File: config.mk
export PLATFORM = sky130hd
export DESIGN_NAME = mm_top
export DESIGN_NICKNAME = d
export VERILOG_FILES = /design/src/source/mm_pkg.sv /design/src/source/mm_row.sv /design/src/source/mm_engine.sv /design/src/source/mm_step_counter.sv /design/src/source/mm_ctrl_fsm.sv /design/src/source/mm_top.sv
export VERILOG_INCLUDE_DIRS = /design/src /design/src/source
export SDC_FILE = /design/constraint.sdc
export NUM_CORES = 2
export LEC_CHECK = 0
export BUFFER_PORTS_ARGS = -buffer_cell sky130_fd_sc_hd__buf_2
export CAP_MARGIN = 20
export CORE_ASPECT_RATIO = 0.6
export CORE_MARGIN = 1.5
export CORE_UTILIZATION = 55
export CTS_CLUSTER_DIAMETER = 150
export DETAILED_ROUTE_END_ITERATION = 8
export PLACE_DENSITY = 0.73
export SETUP_SLACK_MARGIN = 0.3
export SLEW_MARGIN = 20
export SYNTH_ARGS = -nofsm -noshare
export SYNTH_HDL_FRONTEND = slang
export SYNTH_SLANG_ARGS = --single-unit
File: constraint.sdc
create_clock -name clk_i -period 13.25 [get_ports clk_i]
set_clock_uncertainty 0.05 [all_clocks]
set_input_delay 2.65 -clock clk_i [delete_from_list [all_inputs] [get_ports clk_i]]
set_output_delay 2.65 -clock clk_i [all_outputs]
set_load 0.05 [all_outputs]
File: src/source/mm_config.svh
// ================================================
// Matrix-multiply engine sizes
// Array geometry and datapath widths
// ================================================

`ifndef MM_CONFIG_SVH
`define MM_CONFIG_SVH

// Multiply-accumulate elements per row
`define MM_HEIGHT 4
// Number of parallel rows
`define MM_WIDTH 4

// Signed operand width
`define MM_DATA_W 8
// Signed accumulator and result width, wraps on overflow
`define MM_ACC_W 24

// Step count width, a count of 0 runs one step
`define MM_STEP_W 8

`endif

File: src/source/mm_pkg.sv
// ================================================
// Matrix-multiply engine types
// Operand bundles, engine control bus, job states
// ================================================

`include "mm_config.svh"

package mm_pkg;

  // Scalar element types
  typedef logic signed [`MM_DATA_W-1:0] operand_t;
  typedef logic signed [`MM_ACC_W-1:0]  acc_t;

  // Weights of one step, shared by all rows
  typedef struct packed {
    operand_t [`MM_HEIGHT-1:0] w;
  } w_vec_t;

  // X operands seen by a single row
  typedef struct packed {
    operand_t [`MM_HEIGHT-1:0] x;
  } x_row_t;

  // Full X block of one step
  typedef struct packed {
    x_row_t [`MM_WIDTH-1:0] row;
  } x_block_t;

  // One accumulator per row, bias or result
  typedef struct packed {
    acc_t [`MM_WIDTH-1:0] z;
  } z_vec_t;

  // Control bus from the FSM to the array
  typedef struct packed {
    logic step_en;
    logic accumulate;
  } ctrl_engine_t;

  typedef enum logic [1:0] {
    MM_IDLE,
    MM_RUN,
    MM_DONE
  } mm_state_e;

endpackage : mm_pkg

File: src/source/mm_row.sv
// ================================================
// Engine row
// Dot product of one X slice with the weights plus
// an addend, held in the row result register
// ================================================

`timescale 1ns/10ps

`include "mm_config.svh"

module mm_row
  import mm_pkg::*;
(
  input  logic                        clk_i,
  input  logic                        reset_i,
  input  x_row_t                      x_row_i,
  input  w_vec_t                      w_vec_i,
  input  logic signed [`MM_ACC_W-1:0] addend_i,
  input  logic                        step_en_i,
  output logic signed [`MM_ACC_W-1:0] z_o
);

  // Full precision products, one per element
  logic signed [2*`MM_DATA_W-1:0] prod [`MM_HEIGHT];
  logic signed [`MM_ACC_W-1:0]    sum;
  logic signed [`MM_ACC_W-1:0]    z_q;

  always_comb begin
    sum = addend_i;
    for (int i = 0; i < `MM_HEIGHT; i++) begin
      prod[i] = x_row_i.x[i] * w_vec_i.w[i];
      // Sign extend each product to accumulator width
      sum = sum + {{(`MM_ACC_W - 2*`MM_DATA_W){prod[i][2*`MM_DATA_W-1]}}, prod[i]};
    end
  end

  // Result register, updated once per accepted step
  always_ff @(posedge clk_i) begin
    if (reset_i) begin
      z_q <= '0;
    end else if (step_en_i) begin
      z_q <= sum;
    end
  end

  assign z_o = z_q;

endmodule : mm_row

File: src/source/mm_engine.sv
// ================================================
// Engine array
// WIDTH parallel rows with bias or partial result
// feedback selected per row
// ================================================

`timescale 1ns/10ps

`include "mm_config.svh"

module mm_engine
  import mm_pkg::*;
(
  input  logic         clk_i,
  input  logic         reset_i,
  input  x_block_t     x_i,
  input  w_vec_t       w_i,
  input  z_vec_t       bias_i,
  input  ctrl_engine_t ctrl_engine_i,
  output z_vec_t       z_o
);

  acc_t [`MM_WIDTH-1:0] row_z;
  acc_t [`MM_WIDTH-1:0] addend;

  for (genvar index = 0; index < `MM_WIDTH; index++) begin : gen_rows

    // Partial result goes back in on later steps of a job
    always_comb begin
      if (ctrl_engine_i.accumulate) begin
        addend[index] = row_z[index];
      end else begin
        addend[index] = bias_i.z[index];
      end
    end

    // Weights broadcast, X sliced per row
    mm_row i_row (
      .clk_i     ( clk_i                 ),
      .reset_i   ( reset_i               ),
      .x_row_i   ( x_i.row[index]        ),
      .w_vec_i   ( w_i                   ),
      .addend_i  ( addend[index]         ),
      .step_en_i ( ctrl_engine_i.step_en ),
      .z_o       ( row_z[index]          )
    );

  end

  assign z_o.z = row_z;

endmodule : mm_engine

File: src/source/mm_step_counter.sv
// ================================================
// Step counter
// Counts accepted steps and flags first and last
// ================================================

`timescale 1ns/10ps

`include "mm_config.svh"

module mm_step_counter (
  input  logic                  clk_i,
  input  logic                  reset_i,
  input  logic                  clear_i,
  input  logic [`MM_STEP_W-1:0] k_steps_i,
  input  logic                  count_en_i,
  output logic                  first_step_o,
  output logic                  last_step_o
);

  logic [`MM_STEP_W-1:0] count_q;
  logic [`MM_STEP_W-1:0] target_q;

  always_ff @(posedge clk_i) begin
    if (reset_i) begin
      count_q  <= '0;
      target_q <= '0;
    end else if (clear_i) begin
      count_q <= '0;
      // Zero steps still runs one
      if (k_steps_i == '0) begin
        target_q <= `MM_STEP_W'(1);
      end else begin
        target_q <= k_steps_i;
      end
    end else if (count_en_i) begin
      count_q <= count_q + 1'b1;
    end
  end

  assign first_step_o = (count_q == '0);
  assign last_step_o  = (count_q == target_q - 1'b1);

endmodule : mm_step_counter

File: src/source/mm_ctrl_fsm.sv
// ================================================
// Job control FSM
// Sequences start, steps and done for the array
// ================================================

`timescale 1ns/10ps

module mm_ctrl_fsm
  import mm_pkg::*;
(
  input  logic         clk_i,
  input  logic         reset_i,
  input  logic         start_i,
  input  logic         step_valid_i,
  input  logic         first_step_i,
  input  logic         last_step_i,
  output logic         clear_o,
  output logic         count_en_o,
  output ctrl_engine_t ctrl_engine_o,
  output logic         busy_o,
  output logic         done_o
);

  mm_state_e state_q;
  mm_state_e state_d;

  always_ff @(posedge clk_i) begin
    if (reset_i) begin
      state_q <= MM_IDLE;
    end else begin
      state_q <= state_d;
    end
  end

  always_comb begin
    state_d       = state_q;
    clear_o       = 1'b0;
    count_en_o    = 1'b0;
    ctrl_engine_o = '0;

    case (state_q)
      MM_IDLE: begin
        // Load target and zero count on a new job
        if (start_i) begin
          clear_o = 1'b1;
          state_d = MM_RUN;
        end
      end

      MM_RUN: begin
        count_en_o               = step_valid_i;
        ctrl_engine_o.step_en    = step_valid_i;
        // Bias only on the first step of the job
        ctrl_engine_o.accumulate = ~first_step_i;
        if (step_valid_i && last_step_i) begin
          state_d = MM_DONE;
        end
      end

      // One cycle to flag completion
      MM_DONE: begin
        state_d = MM_IDLE;
      end

      default: begin
        state_d = MM_IDLE;
      end
    endcase
  end

  assign busy_o = (state_q == MM_RUN);
  assign done_o = (state_q == MM_DONE);

endmodule : mm_ctrl_fsm

File: src/source/mm_top.sv
// ================================================
// Matrix-multiply engine top level
// Control FSM, step counter and row array
// ================================================

`timescale 1ns/10ps

`include "mm_config.svh"

module mm_top
  import mm_pkg::*;
(
  input  logic                  clk_i,
  input  logic                  reset_i,
  // Job start
  input  logic                  start_i,
  input  logic [`MM_STEP_W-1:0] k_steps_i,
  // Held stable for the whole job
  input  z_vec_t                bias_i,
  // Step operands
  input  logic                  step_valid_i,
  input  x_block_t              x_i,
  input  w_vec_t                w_i,
  // Result and status
  output z_vec_t                z_o,
  output logic                  busy_o,
  output logic                  done_o
);

  ctrl_engine_t ctrl_engine;
  logic         clear;
  logic         count_en;
  logic         first_step;
  logic         last_step;

  mm_ctrl_fsm i_ctrl_fsm (
    .clk_i         ( clk_i        ),
    .reset_i       ( reset_i      ),
    .start_i       ( start_i      ),
    .step_valid_i  ( step_valid_i ),
    .first_step_i  ( first_step   ),
    .last_step_i   ( last_step    ),
    .clear_o       ( clear        ),
    .count_en_o    ( count_en     ),
    .ctrl_engine_o ( ctrl_engine  ),
    .busy_o        ( busy_o       ),
    .done_o        ( done_o       )
  );

  mm_step_counter i_step_counter (
    .clk_i        ( clk_i      ),
    .reset_i      ( reset_i    ),
    .clear_i      ( clear      ),
    .k_steps_i    ( k_steps_i  ),
    .count_en_i   ( count_en   ),
    .first_step_o ( first_step ),
    .last_step_o  ( last_step  )
  );

  mm_engine i_engine (
    .clk_i         ( clk_i       ),
    .reset_i       ( reset_i     ),
    .x_i           ( x_i         ),
    .w_i           ( w_i         ),
    .bias_i        ( bias_i      ),
    .ctrl_engine_i ( ctrl_engine ),
    .z_o           ( z_o         )
  );

endmodule : mm_top

# After elaboration in Yosys (flattened, before gate mapping)
# Index checks and enable logic that the tools add are counted.
# Widths: inputs -> output; s select.
[word_totals] out_inout_bits=98 regBits=114
[op_classes] n_reduce_logical=6 eq_ne=5 bitwise=1 n_mux=12 add_sub_neg=18 multipliers=16
[ops] op="$add 24x24->24" count=16
[ops] op="$mul 8x8->16" count=16
[ops] op="$mux 24" count=4
[ops] op="$logic_not 8->1" count=2
[ops] op="$add 8x1->8 const B" count=1
[ops] op="$eq 8x8->1" count=1
[ops] op="$mux 8" count=1
[ops] op="$sub 8x1->8 const B" count=1
[ops] op="$mux 2" count=3
[ops] op="$pmux 2 s2" count=1
[ops] op="$mux 1" count=3
[ops] op="$eq 2x1->1 const B" count=1
[ops] op="$eq 2x2->1 const B" count=1
[ops] op="$logic_not 2->1" count=1
[ops] op="$ne 2x1->1 const B" count=1
[ops] op="$ne 2x2->1 const B" count=1
[ops] op="$reduce_and 2->1" count=1
[ops] op="$reduce_or 2->1" count=1
[ops] op="$logic_and 1x1->1" count=1
[ops] op="$not 1->1" count=1

# Depth between registers and ports, before layout
[depth] word_depth=8 mapped_depth=38

# Hierarchy
# From an unflattened synthesis, not the netlist that was laid out.
[hier_totals] cells_unflattened=6117 hier_area_um2=55923.6
[by_module_without_submodules] module="mm_row at i_engine.gen_rows[1].i_row ..." n_inst=2 cells_each=1458 area_per_inst_um2=13292.7
[by_module_without_submodules] module="mm_row at i_engine.gen_rows[0].i_row" n_inst=1 cells_each=1492 area_per_inst_um2=13504.2
[by_module_without_submodules] module="mm_row at i_engine.gen_rows[3].i_row" n_inst=1 cells_each=1486 area_per_inst_um2=13449.1
[by_module_without_submodules] module="mm_engine" n_inst=1 cells_each=107 area_per_inst_um2=1362.6
[by_module_without_submodules] module="mm_step_counter" n_inst=1 cells_each=102 area_per_inst_um2=909.6
[by_module_without_submodules] module="mm_ctrl_fsm" n_inst=1 cells_each=14 area_per_inst_um2=112.6

# Least setup slack after synthesis
# OpenSTA, ideal clock, no wires.
[synth_timing] path_kind="input port to flip-flop" from="in w_i[23] (netlist name)" to="reg i_engine.gen_rows[2].i_row.z_q[23]" arrival_ps=10307 setup_ps=122 stages=32 n_path_buf=1 setup_slack_ps=2771 cell_sequence="inv_1 > buf_1 > fa_1 > fa_1 > inv_1 > fa_1 > inv_1 > fa_1 > inv_1 > ha_1 > a21oi_1 > o21bai_1 > a21oi_1 > nor2b_1 > o21a_1 > o21ai_0 > nand2b_1 > a21oi_1 > xnor2_1 > fa_1 > fa_1 > fa_1 > ha_1 > a21o_1 > a21o_1 > or3_1 > a211o_1 > or3b_2 > a31oi_1 > xnor2_1 > and3b_1 > a311o_1"
[synth_via] elab_chain_cells=3
[synth_rtl] item="start: declaration" line_no="mm_top.sv:23" rtl="input w_vec_t w_i,"
[synth_rtl] item="$mul 8x8->16" line_no="mm_row.sv:31" rtl="prod[i] = x_row_i.x[i] * w_vec_i.w[i];"
[synth_rtl] item="$add 24x24->24 (2 in a row)" line_no="mm_row.sv:33" rtl="sum = sum + {{(`MM_ACC_W - 2*`MM_DATA_W){prod[i][2*`MM_DATA_W-1]}}, prod[i]};"
[synth_rtl] item="end signal: assignment" line_no="mm_row.sv:42" rtl="z_q <= sum;"
[synth_rtl] item="end: declaration" line_no="mm_row.sv:26" rtl="logic signed [`MM_ACC_W-1:0] z_q;"
# Every way passes these cells.
# A chain may end at the register's enable or synchronous reset.

# Worst setup path in the final report
# Same ends and word-level chain as after synthesis.

==> impl_table.tex <==
\begin{tabular}{lr}
\hline
Metric & Value \\
\hline
\multicolumn{2}{l}{\textbf{GRT}} \\
\quad Number of antenna violations at the first check in global routing & 19 \\
\quad Sum of overflow across all layers after global routing & 0 \\
\quad Global-route met3 utilization & 0.06580 \\
\quad Met1 track demand over resource in global routing & 0.4504 \\
\quad Global-route wire length before repair & roughly 250000 µm \\
\quad Met2 usage & 0.4761 \\
\quad Number of global-route vias before repair & roughly 44000 \\
\quad Overall Global Routing Usage & 0.3143 \\
\quad Maximum number of pins on one net before global-route repair & 67 \\
\quad Grt peak-use layer & met2 \\
\multicolumn{2}{l}{\textbf{Timing}} \\
\quad Peak Freq & slightly below 0.09 GHz \\
\quad Unrepaired setup endpoints after global routing & no \\
\quad Setup TNS & 0 ps \\
\quad Final worst-path cycle share & 0.8487 \\
\quad Max-slew headroom & 0.1958 \\
\quad Max-slew violation total from the final report & 0 \\
\quad Number of failing setup endpoints in the final timing report & 0 \\
\quad Final Hold Violating Endpoints & 0 \\
\quad Slew at the pin closest to its max-slew limit & $\sim$1200 ps \\
\quad Time the final worst path needs with I/O delays and setup & around 11000 ps \\
\multicolumn{2}{l}{\textbf{Layout}} \\
\quad Area grow syn2layout & 6.667\% \\
\quad Count of nets after finishing & about 8400 \\
\quad Fill cell count & roughly 8700 \\
\quad Share of post-route cells with drive strength above 1 & 0.07780 \\
\multicolumn{2}{l}{\textbf{Worst setup path}} \\
\quad Arrival time at the worst endpoint & approximately 12000 ps \\
\quad Origin of the worst setup path & w\_i[23] \\
\quad Family with the most delay on the worst path & adder cells \\
\quad Largest stage delay on the critical path & around 630 ps \\
\quad Setup crit end kind & flip-flop \\
\quad WP data required & between 10000 and 15000 ps \\
\quad Worst reg-to-reg path cell count & 24 \\
\quad Slowest stage cell on the critical path & sky130\_fd\_sc\_hd\_\_inv\_1 \\
\quad Reg-to-reg slack, setup & between 5000 and 6000 ps \\
\quad Count of buffer and inverter cells on the critical path & 8 \\
\quad Peak fanout along the critical path & 15 \\
\quad Launch instance of the worst register-to-register path & i\_step\_counter.count\_q[0] \\
\quad Terminus of the critical flop-to-flop path & i\_engine.gen\_rows[0].i\_row.z\_o[23] \\
\quad Classification of the worst setup path & input port to flip-flop \\
\quad Critical path launch point type & input port \\
\multicolumn{2}{l}{\textbf{CTS}} \\
\quad Clock sink count & 114 \\
\quad TritonCTS clock tree & built \\
\quad Buffers inserted by post-CTS timing repair & 0 \\
\quad Depth of the CTS H-tree & 4 \\
\quad Post-cts sizing count & 0 \\
\quad Clock buffer depth & 2 \\
\quad Cts-stage hold buffer count & 0 \\
\quad Number of buffers inserted during clock tree synthesis & 17 \\
\quad Clock Pin Slew Worst Setup and Hold Paths & 70 ps \\
\quad Clk\_lat worst skew & approximately 510 ps \\
\quad Root buffer cell & sky130\_fd\_sc\_hd\_\_clkbuf\_16 \\
\multicolumn{2}{l}{\textbf{Drt}} \\
\quad TritonRoute pass-1 iters & 6 \\
\quad Residual DRC & 0 \\
\quad DRT iter0 DRCs & between 3000 and 4000 \\
\quad Vias after detailed routing & roughly 42000 \\
\quad Via/cell ratio & 5.381 \\
\quad Antenna violation net count after detailed routing & 0 \\
\quad Avg WL per Cell & between 20 and 25 µm \\
\quad Total Routed Length & $\sim$160000 µm \\
\multicolumn{2}{l}{\textbf{Worst hold path}} \\
\quad Type of the worst min-delay path & flip-flop to flip-flop \\
\quad Startpoint of the worst hold path & i\_engine.gen\_rows[1].i\_row.z\_o[10] \\
\quad Hold path depth & 2 \\
\quad End of the worst hold path & i\_engine.gen\_rows[1].i\_row.z\_o[10] \\
\multicolumn{2}{l}{\textbf{Yosys}} \\
\quad Mapped Nets & between 8000 and 9000 \\
\quad Prevailing post-synth register cell & sky130\_fd\_sc\_hd\_\_dfxtp\_1 \\
\quad Netlist area before placement & between 0.05 and 0.06 mm² \\
\quad Register bit count reported by yosys & approximately 110 \\
\quad Sequential element share of the synthesized area & 0.04128 \\
\quad Gate count after technology mapping & around 6200 \\
\quad Top-area cell type share of the netlist area & 0.4063 \\
\quad Most frequent cell after synthesis & sky130\_fd\_sc\_hd\_\_inv\_1 \\
\quad Post-synth EDFFs & 0 \\
\quad Proportion of synthesized flip-flops having asynchronous set or reset & 0 \\
\quad Library cell occupying the most area in the post-synthesis netlist & sky130\_fd\_sc\_hd\_\_fa\_1 \\
\quad Cell types with the highest counts after synthesis & sky130\_fd\_sc\_hd\_\_inv\_1, sky130\_fd\_sc\_hd\_\_fa\_1, sky130\_fd\_sc\_hd\_\_and2\_1, sky130\_fd\_sc\_hd\_\_ha\_1, sky130\_fd\_sc\_hd\_\_nand2\_1 \\
\quad Synth Warn \# & 0 \\
\quad Most area-consuming cells after synthesis & sky130\_fd\_sc\_hd\_\_fa\_1, sky130\_fd\_sc\_hd\_\_ha\_1, sky130\_fd\_sc\_hd\_\_inv\_1, sky130\_fd\_sc\_hd\_\_and2\_1, sky130\_fd\_sc\_hd\_\_xnor2\_1 \\
\quad Unique masters post-synth & 73 \\
\quad Per-instance average area after synthesis & roughly 9 µm² \\
\multicolumn{2}{l}{\textbf{Placed design}} \\
\quad Final Wtd Congestion & 0.9885 \\
\quad Port-buffer cells & between 300 and 400 \\
\quad Detailed Place HPWL & 135100 µm \\
\multicolumn{2}{l}{\textbf{Status}} \\
\quad Outcome & finished, final reports clean \\
\multicolumn{2}{l}{\textbf{Die}} \\
\quad Number of placement rows & between 80 and 90 \\
\quad Die W & about 410 µm \\
\quad Overall die area & 0.1025 mm² \\
\quad Number of I/O pins & between 300 and 400 \\
\quad Die extent in y & 248.6 µm \\
\quad Std-Cell Core Area & between 0.09 and 0.1 mm² \\
\quad Starting utilization of the core area & 0.5585 \\
\multicolumn{2}{l}{\textbf{Job}} \\
\quad Max Cap Viol & 0 \\
\hline
\end{tabular}
## layout make-up
class	count	area, µm²	share of cell area
inverters	1540	5781	0.09802
multi-input cells	4425	46700	0.7919
well taps	1319	1650	0.02799
repair buffers	380	1942	0.03293
flip-flops and latches	114	2282	0.03870
diodes	18	45.04	0.0007638
clock inverters	15	147.6	0.002504
clock buffers	17	425.4	0.007214
## metrics by stage
| step | hold WS (ps) | area, µm² | util | cells | setup slack (ps) |
|---|---|---|---|---|---|
| 4_1_cts | 419.6 | 58930 | 0.5952 | 7810 | 2134 |
| 5_1_grt | 446.2 | 58960 | 0.5956 | 7824 | 1609 |
| 6_report | 418.3 | 58970 | 0.5957 | 7828 | 2004 |
| 3_5_place_dp | 412.8 | 58350 | 0.5895 | 7778 | 1627 |
| 3_3_place_gp | 403.4 | 58350 | 0.5895 | 7778 | 1787 |
| 2_1_floorplan | 395.4 | 55290 | - | 6225 | 2771 |
## worst reg2reg max path: cells and delay by family, from the launching register on
kind | cells | cell delay (ps)
mux | 1 | 520
compound gates | 8 | 2520
simple gates | 4 | 630
flops | 1 | 430
buf+inv | 5 | 910
fa+ha+maj | 6 | 2320
## metal layers
metal  share of wire  vias to the layer above
li1                -                    19304
met5         0.00029                        -
met1            0.44                    21043
met3           0.084                      193
met2            0.44                     1576
met4           0.034                        6
## placed cells by master, fill, tap and decap left out, drive strengths merged, types with 62 or more instances in the layout
master and n:
nor2 144, nand2b 100, inv 1547, ha 581, mux2 63, o21ai 99, xnor2 294, dfxtp 114
fa 1122, buf 380, nand2 483, a21oi 253, xor2 87, and2 622, a21o 77, nor2b 62
## state kept, by name (all words and copies together) (netlist names)
name,cells
i_ctrl_fsm.state_q,2
i_step_counter.count_q,8
i_engine.gen_rows.i_row.z_o,96
i_step_counter.target_q,8
## worst max path at each step
stage,to,slack [ps],depth (start not counted)
after detailed placement,i_engine.gen_rows[2].i_row.z_o[23],1630,33
after floorplan,i_engine.gen_rows[2].i_row.z_o[23],2770,32
after global routing,i_engine.gen_rows[2].i_row.z_o[23],1610,33
final,i_engine.gen_rows[2].i_row.z_o[23],2000,33
after global placement,i_engine.gen_rows[2].i_row.z_o[23],1790,33
after CTS,i_engine.gen_rows[2].i_row.z_o[23],2130,33
## cells by family (layout without fill, tap and decap cells)
| family | Yosys count | after routing | synth area share |
|---|---|---|---|
| simple gates | 1606 | 1606 | 0.1527 |
| compound gates | 617 | 617 | 0.06925 |
| fa+ha+maj | 1715 | 1715 | 0.5399 |
| buf+inv | 1686 | 1952 | 0.1147 |
| mux | 104 | 104 | 0.02026 |
| xor+xnor | 383 | 383 | 0.06192 |
| flops | 114 | 114 | 0.04128 |
| other cells | 0 | 18 | 0 |
Power is left out: the tool's default activity adds up to more than one toggle a clock period on the data nets, which glitch-free logic cannot reach.
